$ cat src/board_defs.svh
/*
 * board register block constants
 *   address block number and channel count
 *   firmware version and git describe fields
 *   watchdog counter resolution, reset period and phase thresholds
 */
`ifndef BOARD_DEFS_SVH
`define BOARD_DEFS_SVH

// --------------------
// address space
`define ADDR_MAIN           4'd0        // board space block, reg address [15:12]
`define NUM_CHAN            4           // number of channel register files

// --------------------
// firmware identity
`define FW_VERSION          32'd9
`define GIT_SHA             28'h3a7c91e // abbreviated commit hash
`define GIT_DIRTY           1'b0        // uncommitted changes in the build tree
`define GIT_COMMITS         2           // commits since the release tag
`define GIT_FW_VERSION      32'd8       // version of the last release tag

// --------------------
// watchdog
`define WDOG_FRAC_BITS      8           // counter bits below period resolution
`define WDOG_PERIOD_RESET   16'h1680    // about 30 ms at 49.152 MHz
`define WDOG_TH1            16'h2580    // upper edge of phase one, 50 ms
`define WDOG_TH2            16'h4B00    // 100 ms
`define WDOG_TH3            16'h7080    // 150 ms
`define WDOG_TH4            16'h9600    // 200 ms, above this is phase five

`endif

$ cat src/board_pkg.sv
/*
 * shared types of the board register block
 *   register offset and watchdog phase enums
 *   host write bus and channel config structs
 */
package board_pkg;

    // offsets within a block, reg address [3:0]
    typedef enum logic [3:0] {
        REG_STATUS   = 4'd0,    // reboot request bits [21:20]
        REG_PHYCTRL  = 4'd1,    // phy request bitstream
        REG_PHYDATA  = 4'd2,    // phy register transfer data
        REG_TIMEOUT  = 4'd3,    // watchdog period and led select
        REG_FVERSION = 4'd4,
        REG_GIT_DESC = 4'd5
    } reg_off_e;

    // channel blocks reuse the low offset codes
    localparam reg_off_e REG_DAC_SET   = REG_STATUS;
    localparam reg_off_e REG_CHAN_CTRL = REG_PHYCTRL;

    // watchdog period classes, shown on the status led
    typedef enum logic [2:0] {
        WDOG_DISABLE = 3'd0,    // period 0, no counting
        PHASE_ONE    = 3'd1,
        PHASE_TWO    = 3'd2,
        PHASE_THREE  = 3'd3,
        PHASE_FOUR   = 3'd4,
        PHASE_FIVE   = 3'd5
    } wdog_phase_e;

    typedef struct packed {
        logic [3:0]  off;       // register offset in the selected block
        logic [31:0] data;
    } bus_wr_t;

    typedef struct packed {
        logic [15:0] dac_setpoint;
        logic        enable;
        logic [2:0]  mode;
    } chan_cfg_t;

endpackage

$ cat src/board_regs.sv
/*
 * general board register file
 *   phy control and data readback
 *   watchdog period and led select, reboot request
 *   firmware version and git describe word
 */
`timescale 1ns/1ns
`include "board_defs.svh"

module board_regs (
    input  logic                   sysclk,
    input  logic                   rst,
    input  board_pkg::bus_wr_t     wr_bus,
    input  logic                   board_wen,
    input  logic [3:0]             read_off,
    input  board_pkg::wdog_phase_e wdog_phase,      // shown in REG_TIMEOUT [18:16]
    output logic [31:0]            board_rdata,
    output logic                   reboot,          // fpga reboot request
    output logic [15:0]            wdog_period,     // upper counter bits compare value
    output logic                   wdog_period_led  // 1 -> led shows the period phase
);
    import board_pkg::*;

    logic [15:0] phy_ctrl;  // phy request bitstream, processed elsewhere
    logic [15:0] phy_data;  // phy register transfer data
    wire  [31:0] git_desc;

    // --------------------
    // git describe word
    assign git_desc[31:4] = `GIT_SHA;
    assign git_desc[3]    = `GIT_DIRTY;

    generate
        if (`GIT_COMMITS == 0) begin : g_at_tag
            assign git_desc[2] = 1'b0;
        end else begin : g_past_tag
            assign git_desc[2] = 1'b1;      // commits on top of the tag
        end

        // low bits relate FW_VERSION to the tagged version
        if (`FW_VERSION == `GIT_FW_VERSION) begin : g_release
            assign git_desc[1:0] = 2'd0;    // release or post release update
        end else if (`FW_VERSION == `GIT_FW_VERSION + 1) begin : g_preview
            assign git_desc[1:0] = 2'd1;    // preview of the next release
        end else if (`FW_VERSION > `GIT_FW_VERSION + 1) begin : g_ahead
            assign git_desc[1:0] = 2'd2;    // version gap, unexpected
        end else begin : g_behind
            assign git_desc[1:0] = 2'd3;    // older than the tag, unexpected
        end
    endgenerate

    // --------------------
    // register writes
    always_ff @(posedge sysclk) begin
        if (rst) begin
            reboot          <= 1'b0;
            phy_ctrl        <= 16'd0;
            phy_data        <= 16'd0;
            wdog_period     <= `WDOG_PERIOD_RESET;
            wdog_period_led <= 1'b0;
        end else if (board_wen) begin
            case (wr_bus.off)
                REG_STATUS:  reboot <= wr_bus.data[21] ? wr_bus.data[20] : 1'b0;  // [21] arms
                REG_PHYCTRL: phy_ctrl <= wr_bus.data[15:0];
                REG_PHYDATA: phy_data <= wr_bus.data[15:0];
                REG_TIMEOUT: begin
                    wdog_period_led <= wr_bus.data[31];
                    wdog_period     <= wr_bus.data[15:0];
                end
                default: ;                  // version words are read only
            endcase
        end
    end

    // --------------------
    // register reads, zero wait
    always_comb begin
        case (read_off)
            REG_PHYCTRL:  board_rdata = {16'd0, phy_ctrl};
            REG_PHYDATA:  board_rdata = {16'd0, phy_data};
            REG_TIMEOUT:  board_rdata = {wdog_period_led, 12'd0, wdog_phase, wdog_period};
            REG_FVERSION: board_rdata = `FW_VERSION;
            REG_GIT_DESC: board_rdata = git_desc;
            default:      board_rdata = 32'd0;  // status and unused offsets
        endcase
    end

    // reboot moves only on the edge that takes a board write
    a_reboot_src: assert property (@(posedge sysclk) disable iff (rst)
        !$stable(reboot) |-> ($past(board_wen) || $past(rst)))
        else $error("reboot changed without a board write");

endmodule

$ cat src/board_top.sv
/*
 * board register block top level
 *   bus control, board registers, watchdog
 *   array of channel register files
 */
`timescale 1ns/1ns
`include "board_defs.svh"

module board_top (
    input  logic                   sysclk,
    input  logic                   rst,
    input  logic [15:0]            reg_raddr,
    input  logic [15:0]            reg_waddr,
    input  logic [31:0]            reg_wdata,
    input  logic                   reg_wen,
    input  logic                   wdog_clear,
    output logic [31:0]            reg_rdata,
    output logic                   reboot,
    output logic                   wdog_period_led,
    output board_pkg::wdog_phase_e wdog_period_status,
    output logic                   wdog_timeout,
    output board_pkg::chan_cfg_t   chan_cfg [`NUM_CHAN]
);
    import board_pkg::*;

    bus_wr_t              wr_bus;       // decoded host write
    logic                 board_wen;
    logic [`NUM_CHAN-1:0] chan_wen;
    logic [3:0]           read_off;
    logic                 wdog_refresh;
    logic [31:0]          board_rdata;
    logic [31:0]          chan_rdata [`NUM_CHAN];
    logic [15:0]          wdog_period;

    reg_bus_ctrl u_ctrl (
        .sysclk(sysclk), .rst(rst),
        .reg_raddr(reg_raddr), .reg_waddr(reg_waddr),
        .reg_wdata(reg_wdata), .reg_wen(reg_wen),
        .board_rdata(board_rdata), .chan_rdata(chan_rdata),
        .reg_rdata(reg_rdata), .wr_bus(wr_bus),
        .board_wen(board_wen), .chan_wen(chan_wen),
        .read_off(read_off), .wdog_refresh(wdog_refresh)
    );

    board_regs u_board (
        .sysclk(sysclk), .rst(rst),
        .wr_bus(wr_bus), .board_wen(board_wen), .read_off(read_off),
        .wdog_phase(wdog_period_status), .board_rdata(board_rdata),
        .reboot(reboot), .wdog_period(wdog_period),
        .wdog_period_led(wdog_period_led)
    );

    wdog_timer u_wdog (
        .sysclk(sysclk), .rst(rst),
        .wdog_period(wdog_period), .wdog_refresh(wdog_refresh),
        .wdog_clear(wdog_clear), .wdog_timeout(wdog_timeout),
        .wdog_phase(wdog_period_status)
    );

    // one register file per channel, block i+1
    for (genvar i = 0; i < `NUM_CHAN; i++) begin : g_chan
        chan_regs u_chan (
            .sysclk(sysclk), .rst(rst),
            .wr_bus(wr_bus), .chan_wen(chan_wen[i]), .read_off(read_off),
            .chan_rdata(chan_rdata[i]), .chan_cfg(chan_cfg[i])
        );
    end

endmodule

$ cat src/chan_regs.sv
/*
 * single i/o channel register file
 *   dac setpoint and channel enable and mode
 */
`timescale 1ns/1ns

module chan_regs (
    input  logic                 sysclk,
    input  logic                 rst,
    input  board_pkg::bus_wr_t   wr_bus,
    input  logic                 chan_wen,      // this channel's write strobe
    input  logic [3:0]           read_off,
    output logic [31:0]          chan_rdata,
    output board_pkg::chan_cfg_t chan_cfg       // to the dac and channel logic
);
    import board_pkg::*;

    // --------------------
    // register writes
    always_ff @(posedge sysclk) begin
        if (rst) begin
            chan_cfg <= '0;                     // channel off, setpoint 0
        end else if (chan_wen) begin
            case (wr_bus.off)
                REG_DAC_SET: chan_cfg.dac_setpoint <= wr_bus.data[15:0];
                REG_CHAN_CTRL: begin
                    chan_cfg.enable <= wr_bus.data[0];
                    chan_cfg.mode   <= wr_bus.data[3:1];
                end
                default: ;                      // other offsets unused
            endcase
        end
    end

    // --------------------
    // readback
    always_comb begin
        case (read_off)
            REG_DAC_SET:   chan_rdata = {16'd0, chan_cfg.dac_setpoint};
            REG_CHAN_CTRL: chan_rdata = {28'd0, chan_cfg.mode, chan_cfg.enable};
            default:       chan_rdata = 32'd0;
        endcase
    end

endmodule

$ cat src/reg_bus_ctrl.sv
/*
 * host register bus control
 *   write address decode into board and channel strobes
 *   watchdog refresh on every host write
 *   read data select across blocks
 */
`timescale 1ns/1ns
`include "board_defs.svh"

module reg_bus_ctrl (
    input  logic                 sysclk,
    input  logic                 rst,
    input  logic [15:0]          reg_raddr,        // host read address
    input  logic [15:0]          reg_waddr,        // host write address
    input  logic [31:0]          reg_wdata,
    input  logic                 reg_wen,          // one cycle write strobe
    input  logic [31:0]          board_rdata,
    input  logic [31:0]          chan_rdata [`NUM_CHAN],
    output logic [31:0]          reg_rdata,
    output board_pkg::bus_wr_t   wr_bus,           // shared by all blocks
    output logic                 board_wen,
    output logic [`NUM_CHAN-1:0] chan_wen,
    output logic [3:0]           read_off,
    output logic                 wdog_refresh
);

    logic       wr_main;    // write hits the board space
    logic [3:0] wr_blk;     // write block number, reg address [7:4]
    logic       rd_main;
    logic [3:0] rd_blk;

    assign wr_main = (reg_waddr[15:12] == `ADDR_MAIN);
    assign wr_blk  = reg_waddr[7:4];
    assign rd_main = (reg_raddr[15:12] == `ADDR_MAIN);
    assign rd_blk  = reg_raddr[7:4];

    // --------------------
    // write path

    assign wr_bus    = '{off: reg_waddr[3:0], data: reg_wdata};
    assign board_wen = reg_wen && wr_main && (wr_blk == 4'd0);  // block 0 is the board file

    always_comb begin
        for (int i = 0; i < `NUM_CHAN; i++) begin
            chan_wen[i] = reg_wen && wr_main && (wr_blk == 4'(i + 1));  // blocks 1..N
        end
    end

    // any host write restarts the watchdog, mapped or not
    assign wdog_refresh = reg_wen;

    // --------------------
    // read path

    assign read_off = reg_raddr[3:0];   // each block decodes its own offset

    always_comb begin
        reg_rdata = 32'd0;              // unmapped space reads zero
        if (rd_main) begin
            if (rd_blk == 4'd0) begin
                reg_rdata = board_rdata;
            end
            for (int i = 0; i < `NUM_CHAN; i++) begin
                if (rd_blk == 4'(i + 1)) begin
                    reg_rdata = chan_rdata[i];
                end
            end
        end
    end

    // a host write lands in one block at most
    a_one_block: assert property (@(posedge sysclk) disable iff (rst)
        $onehot0({chan_wen, board_wen}))
        else $error("more than one block write strobe high");

endmodule

$ cat src/wdog_timer.sv
/*
 * watchdog timer
 *   counter cleared by host writes or clear, sticky timeout flag
 *   period phase classifier for the status led
 */
`timescale 1ns/1ns
`include "board_defs.svh"

module wdog_timer (
    input  logic                   sysclk,
    input  logic                   rst,
    input  logic [15:0]            wdog_period,     // 0 disables the watchdog
    input  logic                   wdog_refresh,    // any host write
    input  logic                   wdog_clear,      // e.g. on power up
    output logic                   wdog_timeout,    // sticky until clear or reset
    output board_pkg::wdog_phase_e wdog_phase
);
    import board_pkg::*;

    localparam int CNT_W = 16 + `WDOG_FRAC_BITS;

    logic [CNT_W-1:0] wdog_count;   // upper 16 bits against the period
    logic             period_hit;

    assign period_hit = (wdog_count[CNT_W-1 -: 16] == wdog_period);

    // --------------------
    // counter and flag
    always_ff @(posedge sysclk) begin
        if (rst || wdog_clear) begin
            wdog_count   <= '0;
            wdog_timeout <= 1'b0;
        end else if (wdog_refresh) begin
            wdog_count <= '0;           // flag survives a refresh
        end else if (wdog_period != 16'd0) begin
            if (period_hit) begin
                wdog_timeout <= 1'b1;   // counter parks at the period
            end else begin
                wdog_count <= wdog_count + 1'b1;
            end
        end
    end

    // --------------------
    // period phase, thresholds inclusive
    always_comb begin
        if (wdog_period == 16'd0)
            wdog_phase = WDOG_DISABLE;
        else if (wdog_period <= `WDOG_TH1)
            wdog_phase = PHASE_ONE;     // up to 50 ms
        else if (wdog_period <= `WDOG_TH2)
            wdog_phase = PHASE_TWO;
        else if (wdog_period <= `WDOG_TH3)
            wdog_phase = PHASE_THREE;
        else if (wdog_period <= `WDOG_TH4)
            wdog_phase = PHASE_FOUR;
        else
            wdog_phase = PHASE_FIVE;    // beyond 200 ms
    end

    // the flag only drops through clear or reset
    a_sticky: assert property (@(posedge sysclk) disable iff (rst)
        $fell(wdog_timeout) |-> ($past(wdog_clear) || $past(rst)))
        else $error("watchdog timeout fell without clear");

endmodule
$ cat config.mk
export PLATFORM = sky130hd
export DESIGN_NAME = board_top
export DESIGN_NICKNAME = d
export VERILOG_FILES = /design/src/board_pkg.sv /design/src/board_regs.sv /design/src/board_top.sv /design/src/chan_regs.sv /design/src/reg_bus_ctrl.sv /design/src/wdog_timer.sv
export VERILOG_INCLUDE_DIRS = /design/src
export SDC_FILE = /design/constraint.sdc
export NUM_CORES = 1
export LEC_CHECK = 0
export ABC_AREA = 1
export ABC_CLOCK_PERIOD_IN_PS = 1700
export BUFFER_PORTS_ARGS = -buffer_cell sky130_fd_sc_hd__buf_2
export CAP_MARGIN = 0
export CORE_MARGIN = 5
export CORE_UTILIZATION = 32
export CTS_CLUSTER_SIZE = 16
export DETAILED_ROUTE_END_ITERATION = 16
export MAX_ROUTING_LAYER = met4
export PLACE_DENSITY_LB_ADDON = 0.05
export SYNTH_ARGS = -nofsm -noshare
export SYNTH_HDL_FRONTEND = slang
export SYNTH_SLANG_ARGS = --single-unit
$ cat constraint.sdc
create_clock -name sysclk -period 1.7 [get_ports sysclk]
set_input_delay 0.255 -clock sysclk [delete_from_list [all_inputs] [get_ports sysclk]]
set_output_delay 0.255 -clock sysclk [all_outputs]
set_load 0.005 [all_outputs]
==> results.py <==
metrics = {
    "outcome": {
        "status": "finished with violations",
        "failed_checks": "negative setup slack",
    },
    "timing": {
        "post-route-period-util_pct": 135,
        "rsz0062_at_grt": "yes",
        "finalHoldViolations": 0,
        "timing.fmax_ghz": 0.436,
        "finalSetupTns_ns": -13.04,
        "fin_worst_skew_ns": 0.00477,
        "drv_slew": 0,
        "fin_crit_ns": 2.29,
        "setup_slack_ns": -0.593,
        "setup_violations": 56,
    },
    "yosys": {
        "yosysUniqueCellTypes": 45,
        "synthCells": 1134,
        "synth_compound_area_share_pct": 26.0,
        "synth-simple-area-share_pct": 18.1,
        "ys_seq_area_share_pct": 38.6,
        "synth-edff-count": 0,
        "synth_area_per_cell_um2": 7.10,
        "ys_ff_latch": 155,
        "yosys.area_share.xor_xnor_pct": 3.70,
        "synth-adder-area-share_pct": 0.155,
        "synth_warnings": 0,
        "synth.area.mux_share_pct": 0,
        "synth_top_flop_cell": "dfxtp_1",
        "syn_area_mm2": 0.00805,
        "synth_top_family_by_area": "compound AO/OA/AOI/OAI gates",
        "async_flop_share_pct": 0,
    },
    "floorplan": {
        "die_y_um": 169,
        "pin_count": 186,
        "die_area_mm2": 0.0284,
        "die_x_um": 169,
        "core_area_mm2": 0.0250,
        "rows": 58,
        "start_util_pct": 32.2,
    },
    "worst_setup_path": {
        "path_cells": "inv_2 > nand4_1 > buf_4 > nor4_4 > buf_4 > nand3_2 > nand2_1 > nand2_1 > nand2_1 > nand2_1 > nand2_1 > nor2_1 > buf_2",
        "required_ns": 1.44,
        "cpPeakStageDelay_ns": 0.33,
        "slowest_stage": "dfxtp_2",
        "cp_top_family": "simple AND/OR/NAND/NOR gates",
        "end_kind": "primary output",
        "critPathLaunchType": "flip-flop",
        "critPathBufInv": 4,
        "critical_path_class": "flip-flop to primary output",
        "cp.arrival_ns": 2.04,
        "cp_max_fo": 2,
        "crit_top_cell": "nand2_1",
    },
    "drt": {
        "drt-initial-drc-count": 435,
        "routed_via_density": 4.79,
        "num_vias": 8380,
        "routedWlPerCell_um": 16.7,
        "remaining_drc_errors": 0,
        "wl_um": 29300,
        "ant_nets": 0,
        "first_pass_iters": 5,
    },
    "cells_and_area": {
        "layout_common_cells": "buf_2 (156), inv_1 (150), a21oi_1 (148)",
        "fin_nets": 1475,
        "layout_commonest_cell": "buf_2",
        "utilization_pct": 46.9,
        "multi_input_area_mm2": 0.00442,
        "antenna_cells": 0,
        "seq_area_mm2": 0.00313,
        "final_cells": 1749,
        "area_delta_synth_final_pct": 45.5,
        "drive_above_1_share_pct": 37.4,
        "final.fill_count": 2593,
    },
    "job": {
        "max_cap_violations": 0,
    },
    "clocking": {
        "cts_num_sinks": 155,
        "insertion_delay_ns": 0.43,
        "cts.root.buffer_cell": "clkbuf_16",
        "tritoncts": "built",
        "numCtsBuffers": 17,
        "path_clk_slew_ns": 0.07,
        "ctsLongestPathBuffers": 2,
        "htreeDepth": 4,
        "cts.hold.buffers_added": 0,
    },
    "grt": {
        "grt_pass1_vias": 8155,
        "grt_pass1_wl_um": 45500,
        "grtUsageTotal_pct": 20.7,
        "grt_max_degree": 98,
        "antenna_found_initial": 0,
        "overflow": 0,
    },
    "place": {
        "gp_congestion": 0.876,
        "dp.cells": 1689,
        "port_buffers": 160,
        "hpwl_um": 21100,
    },
    "power_and_ir_drop": {
        "ir_worst_vdd_v": 0.000455,
        "leakage_nw": 4.71,
        "powerDensity_mw_per_mm2": 706,
    },
    "worst_hold_path": {
        "hold_path.class": "input port to flip-flop",
    },
}
-- sequential cells by signal, indices dropped and copies added (netlist names) --
register / count
u_wdog.wdog_count: 24
u_board.wdog_period: 16
g_chan.u_chan.chan_cfg: 80
u_wdog.wdog_timeout: 1
u_board.phy_ctrl: 16
u_board.wdog_period_led: 1
u_board.phy_data: 16
u_board.reboot: 1
-- routing by layer --
metal	up-vias	routed length, µm	global-route usage (%)
li1	4324	-	-
met1	3864	14100	27.8
met2	171	13900	34.0
met3	21	886	2.78
met4	0	401	3.92
met5	-	0	-
-- cell usage after synthesis (all sizes together), types with 18 or more instances --
cell type / n / share of area [%]
a21oi: 166 / 10
buf: 43 / 3.7
clkbuf: 30 / 1.4
dfxtp: 155 / 39
inv: 176 / 8.2
nand2: 146 / 6.9
nand3: 39 / 2.6
nand4: 20 / 1.6
nor2: 56 / 3.5
nor3: 27 / 2.1
o211ai: 18 / 1.7
o21ai: 177 / 11
xnor2: 21 / 2.3
-- path summary, 6_finish.rpt --
kind,slack [ns],from,end,cells after the start
setup / recovery,-0.59,u_board.wdog_period[5],reg_rdata[16],13
hold / removal,0.09,reg_wdata[20],u_board.reboot,3
setup reg to reg,-0.32,u_board.wdog_period[5],u_wdog.wdog_count[19],12
hold reg to reg,0.45,u_board.phy_data[3],u_board.phy_data[3],2
-- final cells by class --
type                    instances  share of cell area (%)
inverters                     177                    5.82
repair buffers                323                    20.9
flip-flops and latches        155                    26.7
multi-input cells             732                    37.8
clock inverters                14                    1.48
well taps                     330                    3.53
clock buffers                  18                    3.75
-- timing repair --
item                                   CTS  global route
gates cloned                             1             2
pin swaps                               55            63
gates resized for setup                126            95
buffers inserted                        20            15
endpoints found under the hold margin    0             0
setup endpoints to repair               56            56
-- worst min-delay path, cell delays in order --
cell and delay [ns]:
buf_2 0.10, nand4_1 0.07, a21oi_1 0.06
-- kinds of logic after synthesis --
group,after synthesis
buffers and inverters,250
XOR/XNOR,34
adder cells (fa/ha/maj),1
flip-flops,155
other,1
AND/OR/NAND/NOR,301
AO/OA/AOI/OAI,392
-- stage by stage --
stage	hold WS, ns	instance area (µm²)	power, mW	worst slack (ns)
2_1_floorplan	0.324	8060	3.94	0.0924
6_report	0.0925	11700	8.27	-0.593
3_3_place_gp	0.438	10000	4.20	-0.378
5_1_grt	0.103	11700	8.55	-0.739
4_1_cts	0.0806	11200	8.31	-0.563
3_5_place_dp	0.444	10000	4.20	-0.347
-- report_power, final --
group	total, mW	switching, mW	internal (mW)
Combinational	0.581	0.356	0.225
Clock	4.06	1.79	2.27
Sequential	3.63	0.00116	3.63
Total	8.27	2.15	6.12
(Power assumes the default switching activity.)
